===== src/replay_engine_pkg.sv =====
package replay_engine_pkg;

  // Stream word width
  localparam int DEFAULT_DATA_WIDTH = 64;

  // Packet memory depth is 2**DEFAULT_MEM_ADDR_WIDTH words
  localparam int DEFAULT_MEM_ADDR_WIDTH = 8;

  // Output streams built by default
  localparam int DEFAULT_NUM_QUEUES = 4;

endpackage


===== src/replay_regs_pkg.sv =====
package replay_regs_pkg;

  localparam int REG_WIDTH = 32;
  localparam int REG_ADDR_WIDTH = 5;
  localparam int MAX_QUEUES = 4;

  // Map order: reset, starts, counts, windows, enables
  localparam int SW_RST_IDX = 0;
  localparam int START_BASE = SW_RST_IDX + 1;
  localparam int COUNT_BASE = START_BASE + MAX_QUEUES;
  // Low and high window words interleaved per queue
  localparam int ADDR_BASE = COUNT_BASE + MAX_QUEUES;
  localparam int ENABLE_BASE = ADDR_BASE + 2 * MAX_QUEUES;
  localparam int NUM_REGS = ENABLE_BASE + MAX_QUEUES;

  localparam int WIN_WIDTH = replay_engine_pkg::DEFAULT_MEM_ADDR_WIDTH;

  // One register word, seen as a window address or as a single flag
  typedef union packed {
    struct packed {
      logic [REG_WIDTH-WIN_WIDTH-1:0] rsvd;
      logic [WIN_WIDTH-1:0]           value;
    } addr;
    struct packed {
      logic [REG_WIDTH-2:0] rsvd;
      logic                 value;
    } flag;
  } reg_word_u;

endpackage


===== src/mem_rd_if.sv =====
interface mem_rd_if #(
  parameter int DATA_WIDTH     = replay_engine_pkg::DEFAULT_DATA_WIDTH,
  parameter int MEM_ADDR_WIDTH = replay_engine_pkg::DEFAULT_MEM_ADDR_WIDTH
);

  logic                      rd_req;
  logic [MEM_ADDR_WIDTH-1:0] rd_addr;
  // High in the cycle the request is taken
  logic                      rd_grant;
  // Data and last flag valid one cycle after the grant
  logic [DATA_WIDTH-1:0]     rd_data;
  logic                      rd_last;
  logic                      rd_valid;

  modport queue (
    output rd_req, rd_addr,
    input  rd_grant, rd_data, rd_last, rd_valid
  );

  modport mem (
    input  rd_req, rd_addr,
    output rd_grant, rd_data, rd_last, rd_valid
  );

endinterface


===== src/queue_cfg_if.sv =====
interface queue_cfg_if #(
  parameter int MEM_ADDR_WIDTH = replay_engine_pkg::DEFAULT_MEM_ADDR_WIDTH
);
  import replay_regs_pkg::*;

  // Shared by all queues
  logic                      sw_rst;
  logic                      start;
  logic                      enable;
  logic [REG_WIDTH-1:0]      replay_count;
  // Window is addr_low up to addr_high minus 1
  logic [MEM_ADDR_WIDTH-1:0] addr_low;
  logic [MEM_ADDR_WIDTH-1:0] addr_high;

  modport regs (
    output sw_rst, start, enable, replay_count, addr_low, addr_high
  );

  modport queue (
    input sw_rst, start, enable, replay_count, addr_low, addr_high
  );

endinterface


===== src/replay_queue.sv =====
module replay_queue #(
  parameter int DATA_WIDTH     = replay_engine_pkg::DEFAULT_DATA_WIDTH,
  parameter int MEM_ADDR_WIDTH = replay_engine_pkg::DEFAULT_MEM_ADDR_WIDTH
) (
  input  logic                  axi_aclk,
  input  logic                  arst_n,
  queue_cfg_if.queue            cfg,
  mem_rd_if.queue               rd,
  output logic [DATA_WIDTH-1:0] m_axis_tdata,
  output logic                  m_axis_tvalid,
  output logic                  m_axis_tlast,
  input  logic                  m_axis_tready
);
  import replay_regs_pkg::*;

  logic                      replaying;
  logic                      start_q;
  logic                      start_edge;
  logic [MEM_ADDR_WIDTH-1:0] rd_addr_q;
  logic [MEM_ADDR_WIDTH-1:0] next_addr;
  logic [MEM_ADDR_WIDTH-1:0] win_low;
  logic [MEM_ADDR_WIDTH-1:0] win_high;
  logic [REG_WIDTH-1:0]      passes_left;

  // Two-entry output buffer
  logic [DATA_WIDTH:0] fifo [2];
  logic [1:0]          cnt;
  logic                wr_ptr;
  logic                rd_ptr;
  logic                push;
  logic                pop;

  assign start_edge = cfg.start & ~start_q & cfg.enable & ~replaying & ~cfg.sw_rst;
  assign next_addr  = rd_addr_q + 1'b1;

  // rd_valid marks the one read still in flight
  assign rd.rd_req  = replaying & ~cfg.sw_rst & ((int'(cnt) + int'(rd.rd_valid)) < 2);
  assign rd.rd_addr = rd_addr_q;

  always_ff @(posedge axi_aclk or negedge arst_n) begin
    if (!arst_n) begin
      replaying   <= 1'b0;
      start_q     <= 1'b0;
      rd_addr_q   <= '0;
      passes_left <= '0;
    end else begin
      start_q <= cfg.start;
      if (cfg.sw_rst) begin
        replaying <= 1'b0;
      end else if (start_edge) begin
        // Empty window or zero count stays idle
        replaying   <= (cfg.replay_count != '0) && (cfg.addr_high > cfg.addr_low);
        rd_addr_q   <= cfg.addr_low;
        passes_left <= cfg.replay_count;
      end else if (rd.rd_grant) begin
        if (next_addr == win_high) begin
          rd_addr_q   <= win_low;
          passes_left <= passes_left - 1'b1;
          if (passes_left == REG_WIDTH'(1)) begin
            replaying <= 1'b0;
          end
        end else begin
          rd_addr_q <= next_addr;
        end
      end
    end
  end

  // Window held for the whole replay
  always_ff @(posedge axi_aclk) begin
    if (start_edge) begin
      win_low  <= cfg.addr_low;
      win_high <= cfg.addr_high;
    end
  end

  // Reads landing during sw_rst are dropped
  assign push = rd.rd_valid & ~cfg.sw_rst;
  assign pop  = m_axis_tvalid & m_axis_tready;

  always_ff @(posedge axi_aclk or negedge arst_n) begin
    if (!arst_n) begin
      cnt    <= '0;
      wr_ptr <= 1'b0;
      rd_ptr <= 1'b0;
    end else if (cfg.sw_rst) begin
      cnt    <= '0;
      wr_ptr <= 1'b0;
      rd_ptr <= 1'b0;
    end else begin
      if (push) begin
        wr_ptr <= ~wr_ptr;
      end
      if (pop) begin
        rd_ptr <= ~rd_ptr;
      end
      cnt <= cnt + 2'(push) - 2'(pop);
    end
  end

  always_ff @(posedge axi_aclk) begin
    if (push) begin
      fifo[wr_ptr] <= {rd.rd_last, rd.rd_data};
    end
  end

  assign m_axis_tvalid = cnt != 2'd0;
  assign {m_axis_tlast, m_axis_tdata} = fifo[rd_ptr];

  a_stream_hold: assert property (
    @(posedge axi_aclk) disable iff (!arst_n)
    m_axis_tvalid && !m_axis_tready && !cfg.sw_rst
      |=> m_axis_tvalid && $stable(m_axis_tdata) && $stable(m_axis_tlast)
  );

  // Request throttling keeps a slot free for every read in flight
  a_no_overflow: assert property (
    @(posedge axi_aclk) disable iff (!arst_n)
    rd.rd_valid |-> cnt != 2'd2
  );

endmodule


===== src/flat_wrapper.sv =====
// flat-port wrapper written by rule: the top's interface ports become plain ports
module replay_queue_flat import replay_regs_pkg::*;
#(
  parameter int DATA_WIDTH     = replay_engine_pkg::DEFAULT_DATA_WIDTH,
  parameter int MEM_ADDR_WIDTH = replay_engine_pkg::DEFAULT_MEM_ADDR_WIDTH
)
  (axi_aclk, arst_n, m_axis_tdata, m_axis_tvalid, m_axis_tlast, m_axis_tready, cfg_sw_rst, cfg_start, cfg_enable, cfg_replay_count, cfg_addr_low, cfg_addr_high, rd_rd_req, rd_rd_addr, rd_rd_grant, rd_rd_data, rd_rd_last, rd_rd_valid);
  queue_cfg_if #(.MEM_ADDR_WIDTH(MEM_ADDR_WIDTH)) cfg_i ();
  mem_rd_if #(.DATA_WIDTH(DATA_WIDTH), .MEM_ADDR_WIDTH(MEM_ADDR_WIDTH)) rd_i ();
  input  logic axi_aclk;
  input  logic arst_n;
  output logic [DATA_WIDTH-1:0] m_axis_tdata;
  output logic m_axis_tvalid;
  output logic m_axis_tlast;
  input  logic m_axis_tready;
  input wire logic [$bits(cfg_i.sw_rst)-1:0] cfg_sw_rst;
  input wire logic [$bits(cfg_i.start)-1:0] cfg_start;
  input wire logic [$bits(cfg_i.enable)-1:0] cfg_enable;
  input wire logic [$bits(cfg_i.replay_count)-1:0] cfg_replay_count;
  input wire logic [$bits(cfg_i.addr_low)-1:0] cfg_addr_low;
  input wire logic [$bits(cfg_i.addr_high)-1:0] cfg_addr_high;
  output wire logic [$bits(rd_i.rd_req)-1:0] rd_rd_req;
  output wire logic [$bits(rd_i.rd_addr)-1:0] rd_rd_addr;
  input wire logic [$bits(rd_i.rd_grant)-1:0] rd_rd_grant;
  input wire logic [$bits(rd_i.rd_data)-1:0] rd_rd_data;
  input wire logic [$bits(rd_i.rd_last)-1:0] rd_rd_last;
  input wire logic [$bits(rd_i.rd_valid)-1:0] rd_rd_valid;
  assign cfg_i.sw_rst = cfg_sw_rst;
  assign cfg_i.start = cfg_start;
  assign cfg_i.enable = cfg_enable;
  assign cfg_i.replay_count = cfg_replay_count;
  assign cfg_i.addr_low = cfg_addr_low;
  assign cfg_i.addr_high = cfg_addr_high;
  assign rd_rd_req = rd_i.rd_req;
  assign rd_rd_addr = rd_i.rd_addr;
  assign rd_i.rd_grant = rd_rd_grant;
  assign rd_i.rd_data = rd_rd_data;
  assign rd_i.rd_last = rd_rd_last;
  assign rd_i.rd_valid = rd_rd_valid;
  replay_queue #(.DATA_WIDTH(DATA_WIDTH), .MEM_ADDR_WIDTH(MEM_ADDR_WIDTH)) u_core (.axi_aclk(axi_aclk), .arst_n(arst_n), .cfg(cfg_i), .rd(rd_i), .m_axis_tdata(m_axis_tdata), .m_axis_tvalid(m_axis_tvalid), .m_axis_tlast(m_axis_tlast), .m_axis_tready(m_axis_tready));
endmodule

===== config.mk =====
export PLATFORM = sky130hd
export DESIGN_NAME = replay_queue_flat
export DESIGN_NICKNAME = d
export VERILOG_FILES = /design/src/replay_engine_pkg.sv /design/src/replay_regs_pkg.sv /design/src/mem_rd_if.sv /design/src/queue_cfg_if.sv /design/src/replay_queue.sv /design/src/flat_wrapper.sv
export SDC_FILE = /design/constraint.sdc
export NUM_CORES = 1
export LEC_CHECK = 0
export ABC_AREA = 0
export BUFFER_PORTS_ARGS = -buffer_cell sky130_fd_sc_hd__buf_4
export CAP_MARGIN = 30
export CELL_PAD_IN_SITES_DETAIL_PLACEMENT = 2
export CELL_PAD_IN_SITES_GLOBAL_PLACEMENT = 2
export CORE_MARGIN = 3
export CORE_UTILIZATION = 36
export DETAILED_ROUTE_END_ITERATION = 10
export GPL_TIMING_DRIVEN = 0
export PLACE_DENSITY = 0.82
export SYNTH_ARGS = -nofsm -noshare
export SYNTH_HDL_FRONTEND = slang
export SYNTH_SLANG_ARGS = --single-unit

===== constraint.sdc =====
create_clock -name axi_aclk -period 4.5 [get_ports axi_aclk]
set_clock_uncertainty 0.1 [all_clocks]
set_input_delay 0.225 -clock axi_aclk [delete_from_list [all_inputs] [get_ports axi_aclk]]
set_output_delay 0.225 -clock axi_aclk [all_outputs]
set_load 0.05 [all_outputs]

==> results of run 1 <==
through the flow:
stage | TNS (ns) | instances
3_5_place_dp | 0 | 1154
4_1_cts | 0 | 1299
3_3_place_gp | -96.97 | 1150
2_1_floorplan | 0 | 642
6_report | 0 | 1299
5_1_grt | 0 | 1299
registers in the layout, summed over array words and instances, names as in the netlist:
register	count
u_core.rd.rd_addr	8
u_core.replaying	1
u_core.win_low	8
u_core.win_high	8
u_core.cnt	2
u_core.passes_left	32
u_core.rd_ptr	1
u_core.fifo	130
u_core.wr_ptr	1
u_core.start_q	1
power breakdown:
group	leakage [nW]	internal [mW]	switching [mW]	total (mW)
logic	2.39	0.741	1.36	2.10
registers	1.87	2.07	0.152	2.22
clock network	0.294	0.759	0.838	1.60
total	4.55	3.57	2.35	5.92
cells in the final DEF (no fill, tap or decap), types with 15 or more instances in the layout:
cell type	netlist	routed
a31oi_1	33	33
buf_4	0	195
clkbuf_1	31	31
clkbuf_16	0	17
dfrtp_1	46	46
dlygate4sd3_1	0	113
edfxtp_1	146	146
inv_1	15	15
mux2_2	65	65
nand2_1	18	18
nor2_1	49	49
nor3_1	16	16
nor4_1	15	15
o31ai_1	35	35
or4_1	32	32
logic make-up (layout without fill, tap and decap cells):
group	after synthesis	count (layout)
AND/OR/NAND/NOR	192	192
adder cells (fa/ha/maj)	13	13
AO/OA/AOI/OAI	106	106
multiplexers	65	65
flip-flops	192	192
buffers and inverters	55	399
XOR/XNOR	19	19
final cells by class:
type / instances / area (um2) / share of cell area
flip-flops and latches: 192 / 5540 / 0.450
multi-input cells: 395 / 2870 / 0.233
repair buffers: 312 / 2680 / 0.218
clock buffers: 17 / 425 / 0.0346
well taps: 313 / 392 / 0.0319
clock inverters: 15 / 184 / 0.0150
plain buffers: 40 / 159 / 0.0129
inverters: 15 / 56.3 / 0.00458
path summary, 6_finish.rpt:
| path | startpoint | endpoint | slack, ns | depth (start not counted) |
|---|---|---|---|---|
| min in group asynchronous | arst_n | u_core.rd.rd_addr[2] | 0.25 | 2 |
| max in group asynchronous | arst_n | u_core.passes_left[6] | 3.57 | 2 |
| worst min-delay path | cfg_replay_count[7] | u_core.passes_left[7] | 0.03 | 3 |
| worst min register to register | u_core.win_low[3] | u_core.rd.rd_addr[3] | 0.48 | 2 |
| worst max-delay path | u_core.rd.rd_addr[0] | u_core.passes_left[19] | 1.10 | 9 |
| worst max register to register | u_core.rd.rd_addr[0] | u_core.passes_left[19] | 1.10 | 9 |
per-layer routing:
metal | up-vias | share of wire | global-route usage
li1 | 3154 | - | -
met1 | 3695 | 0.41 | 0.337
met2 | 245 | 0.53 | 0.501
met3 | 38 | 0.047 | 0.0495
met4 | 2 | 0.019 | 0.0714
met5 | - | 0.00028 | 0
timing repair:
| action | CTS | global route |
|---|---|---|
| hold buffers | 113 | 0 |
| endpoints found under the setup margin | 0 | 0 |
| hold endpoints to repair | 229 | 0 |
| resized for setup | 0 | 0 |
worst max-delay path, cell delays in order, from the launching register on:
cell,delay (ns)
dfrtp_1,0.58
ha_1,0.29
nand3_1,0.17
xnor2_1,0.19
nor4_1,0.47
nand2_1,0.24
clkbuf_1,0.28
buf_1,0.34
o41ai_1,0.45
a31oi_1,0.14
==> flow_metrics.py, run 1 <==
metrics = {
    "place": {
        "gp_congestion": 0.796,
        "port_buffers": 195,
        "dp_hpwl_mm": 20.5,
        "post-place-ws_ns": 1.17,
        "place_area_um2": 10600,
    },
    "power_and_ir_drop": {
        "power.density_nw_per_um2": 481,
        "peakVddDrop_mv": 0.264,
        "leakage_nw": 4.55,
        "finalPower_mw": 5.92,
    },
    "sta": {
        "worst_slack_ns": 1.10,
        "fin_crit_sh": 0.755,
        "drv_slew": 0,
        "rsz0062_at_grt": "no",
        "tightest_slew_ns": 0.869,
        "period_needed_ns": 3.40,
        "setup_violations": 0,
        "hold_viol": 0,
        "relSlewSlack": 0.416,
        "fmaxAchievable_ghz": 0.294,
        "holdWs_ns": 0.0256,
    },
    "detailed_routing": {
        "route.detailed.drc": 0,
        "drt_pass1_iterations": 5,
        "antenna_left": 0,
        "wl_per_cell_um": 27.2,
        "via_per_inst": 5.49,
        "routed_wl_mm": 35.4,
        "initialDrtViolationCount": 432,
        "dr_total_vias": 7134,
    },
    "yosys": {
        "synth_area_leader_cell": "edfxtp_1",
        "synthFlopType": "edfxtp_1",
        "muxShareOfSynthArea": 0.0851,
        "synth_seq_area_share": 0.643,
        "synthArstFlopShare": 0.240,
        "synth_seq_cells": 192,
        "synth_xor_area_frac": 0.0209,
        "netlist.area_leader.share": 0.509,
        "synth_top_family_by_area": "simple AND/OR/NAND/NOR gates",
        "ys_types": 43,
        "synthAdderAreaFrac": 0.0189,
        "netlist_top_cells_area": "edfxtp_1 51%, dfrtp_1 13%, mux2_2 8.5%",
        "synth_warnings": 0,
        "syn-cell-area_um2": 8610,
        "synth_compound_area_frac": 0.0835,
        "synthCells": 642,
        "synth_enable_flop_cells": 146,
        "avgSynthCellArea_um2": 13.4,
        "synth_fp_nets": 776,
        "ys_top_cells_by_count": "146 x edfxtp_1, 65 x mux2_2, 49 x nor2_1",
        "synthSimpleGateAreaFrac": 0.123,
        "synth.most_common_cell": "edfxtp_1",
    },
    "setup_path": {
        "arrival_ns": 3.60,
        "crit_path_end_kind": "flip-flop",
        "critPathRequiredTime_ns": 4.70,
        "worstSetupStartpointType": "flip-flop",
        "path_class": "reg2reg",
        "cp_max_fo": 10,
    },
    "clock_tree": {
        "tritoncts": "done",
        "clockBufferDepth": 2,
        "cts_made_buffers": 17,
        "clock_sinks": 192,
        "cts.htree.levels": 4,
        "cts_root_buffer": "clkbuf_16",
        "clkLatencyLatePin_ns": 0.45,
        "clkTransAtPathRegs_ns": 0.08,
        "post-cts-setup-buffers": 0,
    },
    "hold_path": {
        "min_path_type": "in2reg",
    },
    "cells_and_area": {
        "drive_gt1_frac": 0.314,
        "fin_nets": 1107,
        "fin_area_um2": 12300,
        "fill_cells": 2157,
        "layout.core_utilization": 0.533,
        "diodes": 0,
        "area_delta_synth_final_pct": 42.9,
    },
    "floorplanning": {
        "initial_core_util": 0.373,
        "io_pins": 196,
        "chipHeight_um": 161,
        "core_um2": 23100,
        "num_rows": 55,
        "fp.dieW_um": 161,
        "die-area_um2": 25800,
    },
    "grt": {
        "grtUsageTotal": 0.276,
        "antenna_found_initial": 1,
        "grt_pass1_vias": 8140,
        "gr-total-overflow": 0,
        "grt_max_degree": 66,
        "grt_pass1_wl_mm": 53.8,
    },
    "flow_run": {
        "maxCapViolCount": 0,
    },
    "run_status": {
        "status": "completed",
    },
}
No activity file was read; power rests on OpenSTA's default activity.
==> run 2: changes to the inputs <==
==> constraint.sdc (replaced) <==
create_clock -name axi_aclk -period 3.45 [get_ports axi_aclk]
set_clock_uncertainty 0.1 [all_clocks]
set_input_delay 0.1725 -clock axi_aclk [delete_from_list [all_inputs] [get_ports axi_aclk]]
set_output_delay 0.1725 -clock axi_aclk [all_outputs]
set_load 0.05 [all_outputs]
==> run 2 against run 1 <==
Critical path depth down 1. Largest cell class unchanged. Count of clock-buffer cells in the layout is 1 higher. Combinational power increased by 31%. Die area is the same. First-iteration DRC count is 8.1% higher. Power rose by 29%. Sequential power up 30%.
==> flow_metrics.py, run 2 (synthesis results as in run 1) <==
metrics = {
    "run_status": {
        "status": "completed",
    },
    "power_and_ir_drop": {
        "peakVddDrop_mv": 0.365,
        "power.density_nw_per_um2": 623,
        "finalPower_mw": 7.65,
        "leakage_nw": 4.55,
    },
    "place": {
        "place_inst": 1153,
        "dp_hpwl_mm": 20.8,
        "gp_congestion": 0.811,
        "port_buffers": 195,
        "place_area_um2": 10500,
    },
    "setup_path": {
        "critPathRequiredTime_ns": 3.70,
        "path_class": "reg2reg",
        "crit_path_end_kind": "flip-flop",
        "arrival_ns": 3.44,
        "cp_max_fo": 13,
        "worstSetupStartpointType": "flip-flop",
    },
    "floorplanning": {
        "initial_core_util": 0.373,
        "chipHeight_um": 161,
        "io_pins": 196,
        "fp.dieW_um": 161,
        "die-area_um2": 25800,
        "core_um2": 23100,
        "num_rows": 55,
    },
    "clock_tree": {
        "clkTransAtPathRegs_ns": 0.08,
        "tritoncts": "done",
        "cts_made_buffers": 17,
        "clockBufferDepth": 2,
        "clock_sinks": 192,
        "post-cts-setup-buffers": 0,
        "clkLatencyLatePin_ns": 0.44,
        "cts.htree.levels": 4,
        "cts_root_buffer": "clkbuf_16",
    },
    "sta": {
        "fmaxAchievable_ghz": 0.314,
        "tns_ns": 0,
        "hold_viol": 0,
        "relSlewSlack": 0.280,
        "rsz0062_at_grt": "no",
        "holdWs_ns": 0.119,
        "tightest_slew_ns": 1.07,
        "setup_violations": 0,
        "period_needed_ns": 3.18,
        "fin_crit_sh": 0.923,
        "drv_slew": 0,
    },
    "cells_and_area": {
        "largest_reg_flops": 130,
        "top_regs": "u_core.fifo (130), u_core.passes_left (32)",
        "fin_area_um2": 12300,
        "multi_input_area_um2": 2870,
        "final_cell_mix": "195 x buf_4, 146 x edfxtp_1, 116 x dlygate4sd3_1",
        "final_common_cell": "buf_4",
        "top_register": "u_core.fifo",
        "drive_gt1_frac": 0.318,
        "fin_nets": 1109,
        "fill_cells": 2193,
        "area_delta_synth_final_pct": 42.7,
        "seq_area_um2": 5540,
        "stdcell_count": 1303,
    },
    "detailed_routing": {
        "antenna_left": 0,
        "drt_pass1_iterations": 5,
        "dr_total_vias": 7116,
        "routed_wl_mm": 35.7,
        "via_per_inst": 5.46,
        "route.detailed.drc": 0,
        "wl_per_cell_um": 27.4,
        "initialDrtViolationCount": 467,
    },
    "grt": {
        "grt_pass1_vias": 8178,
        "gr-total-overflow": 0,
        "grt_max_degree": 66,
        "antenna_found_initial": 4,
        "grtUsageTotal": 0.277,
        "grt_pass1_wl_mm": 53.9,
    },
    "hold_path": {
        "min_path_type": "in2reg",
    },
    "flow_run": {
        "maxCapViolCount": 0,
    },
}
run 2: cell count changes in the layout (fill, tap and decap cells not counted), moves of 2 or more:
| cell | change |
|---|---|
| inv_8 | +3 |
| diode_2 | +2 |
| buf_1 | -2 |
| clkinv_8 | -4 |
| clkinv_4 | +2 |
| dlygate4sd3_1 | +3 |
| inv_6 | -2 |
| clkbuf_2 | +4 |
run 2: cell type report:
type | instances | area share
antenna | 2 | 0.000408
buffer | 40 | 0.0133
clock buffer | 18 | 0.0350
clock inverter | 14 | 0.0118
inverter | 15 | 0.00459
multi-input combinational | 395 | 0.234
sequential | 192 | 0.451
tap | 313 | 0.0319
timing repair buffer | 314 | 0.218
run 2: path summary, 6_finish.rpt:
path	slack (ns)	startpoint	end	depth (start not counted)
min in group asynchronous	0.21	arst_n	u_core.rd.rd_addr[4]	2
max in group asynchronous	2.56	arst_n	u_core.passes_left[6]	2
min	0.12	m_axis_tready	u_core.rd_ptr	4
min reg2reg	0.47	u_core.win_low[1]	u_core.rd.rd_addr[1]	2
max	0.27	u_core.replaying	u_core.rd.rd_addr[4]	8
max reg2reg	0.27	u_core.replaying	u_core.rd.rd_addr[4]	8
run 2: repair_timing:
item	CTS	global route
hold buffers	116	0
endpoints found under the hold margin	232	0
resized for setup	0	7
setup endpoints to repair	0	36
run 2: worst max-delay path, stage by stage, from the launching register on:
cell and delay [ns]:
dfrtp_1 0.43, nor4bb_1 0.91, nand2b_1 0.10, clkbuf_1 0.31, inv_1 0.15, clkbuf_1 0.62, buf_8 0.25, a22oi_1 0.10
o21ai_0 0.12
run 2: routing by layer:
layer  vias up  part of all wire  wire, um  track usage
met5         -           0.00076        27            0
met4         4             0.019       669       0.0761
met3        35             0.053      1890       0.0596
met2       246              0.53     19000        0.507
met1      3669              0.40     14100        0.328
li1       3162                 -         -            -
run 2: stage by stage:
| step | utilization | setup slack, ns |
|---|---|---|
| global route | 0.533 | 0.0251 |
| floorplan | - | 0.644 |
| finish | 0.533 | 0.266 |
| global placement | 0.454 | -0.553 |
| CTS | 0.532 | 0.115 |
| detailed placement | 0.457 | 0.211 |
run 2: report_power, final:
group	total [mW]	internal [mW]	leakage [nW]	switching [mW]
sequential	2.89	2.70	1.87	0.196
combinational	2.75	0.967	2.40	1.79
clock	2.01	0.969	0.280	1.04
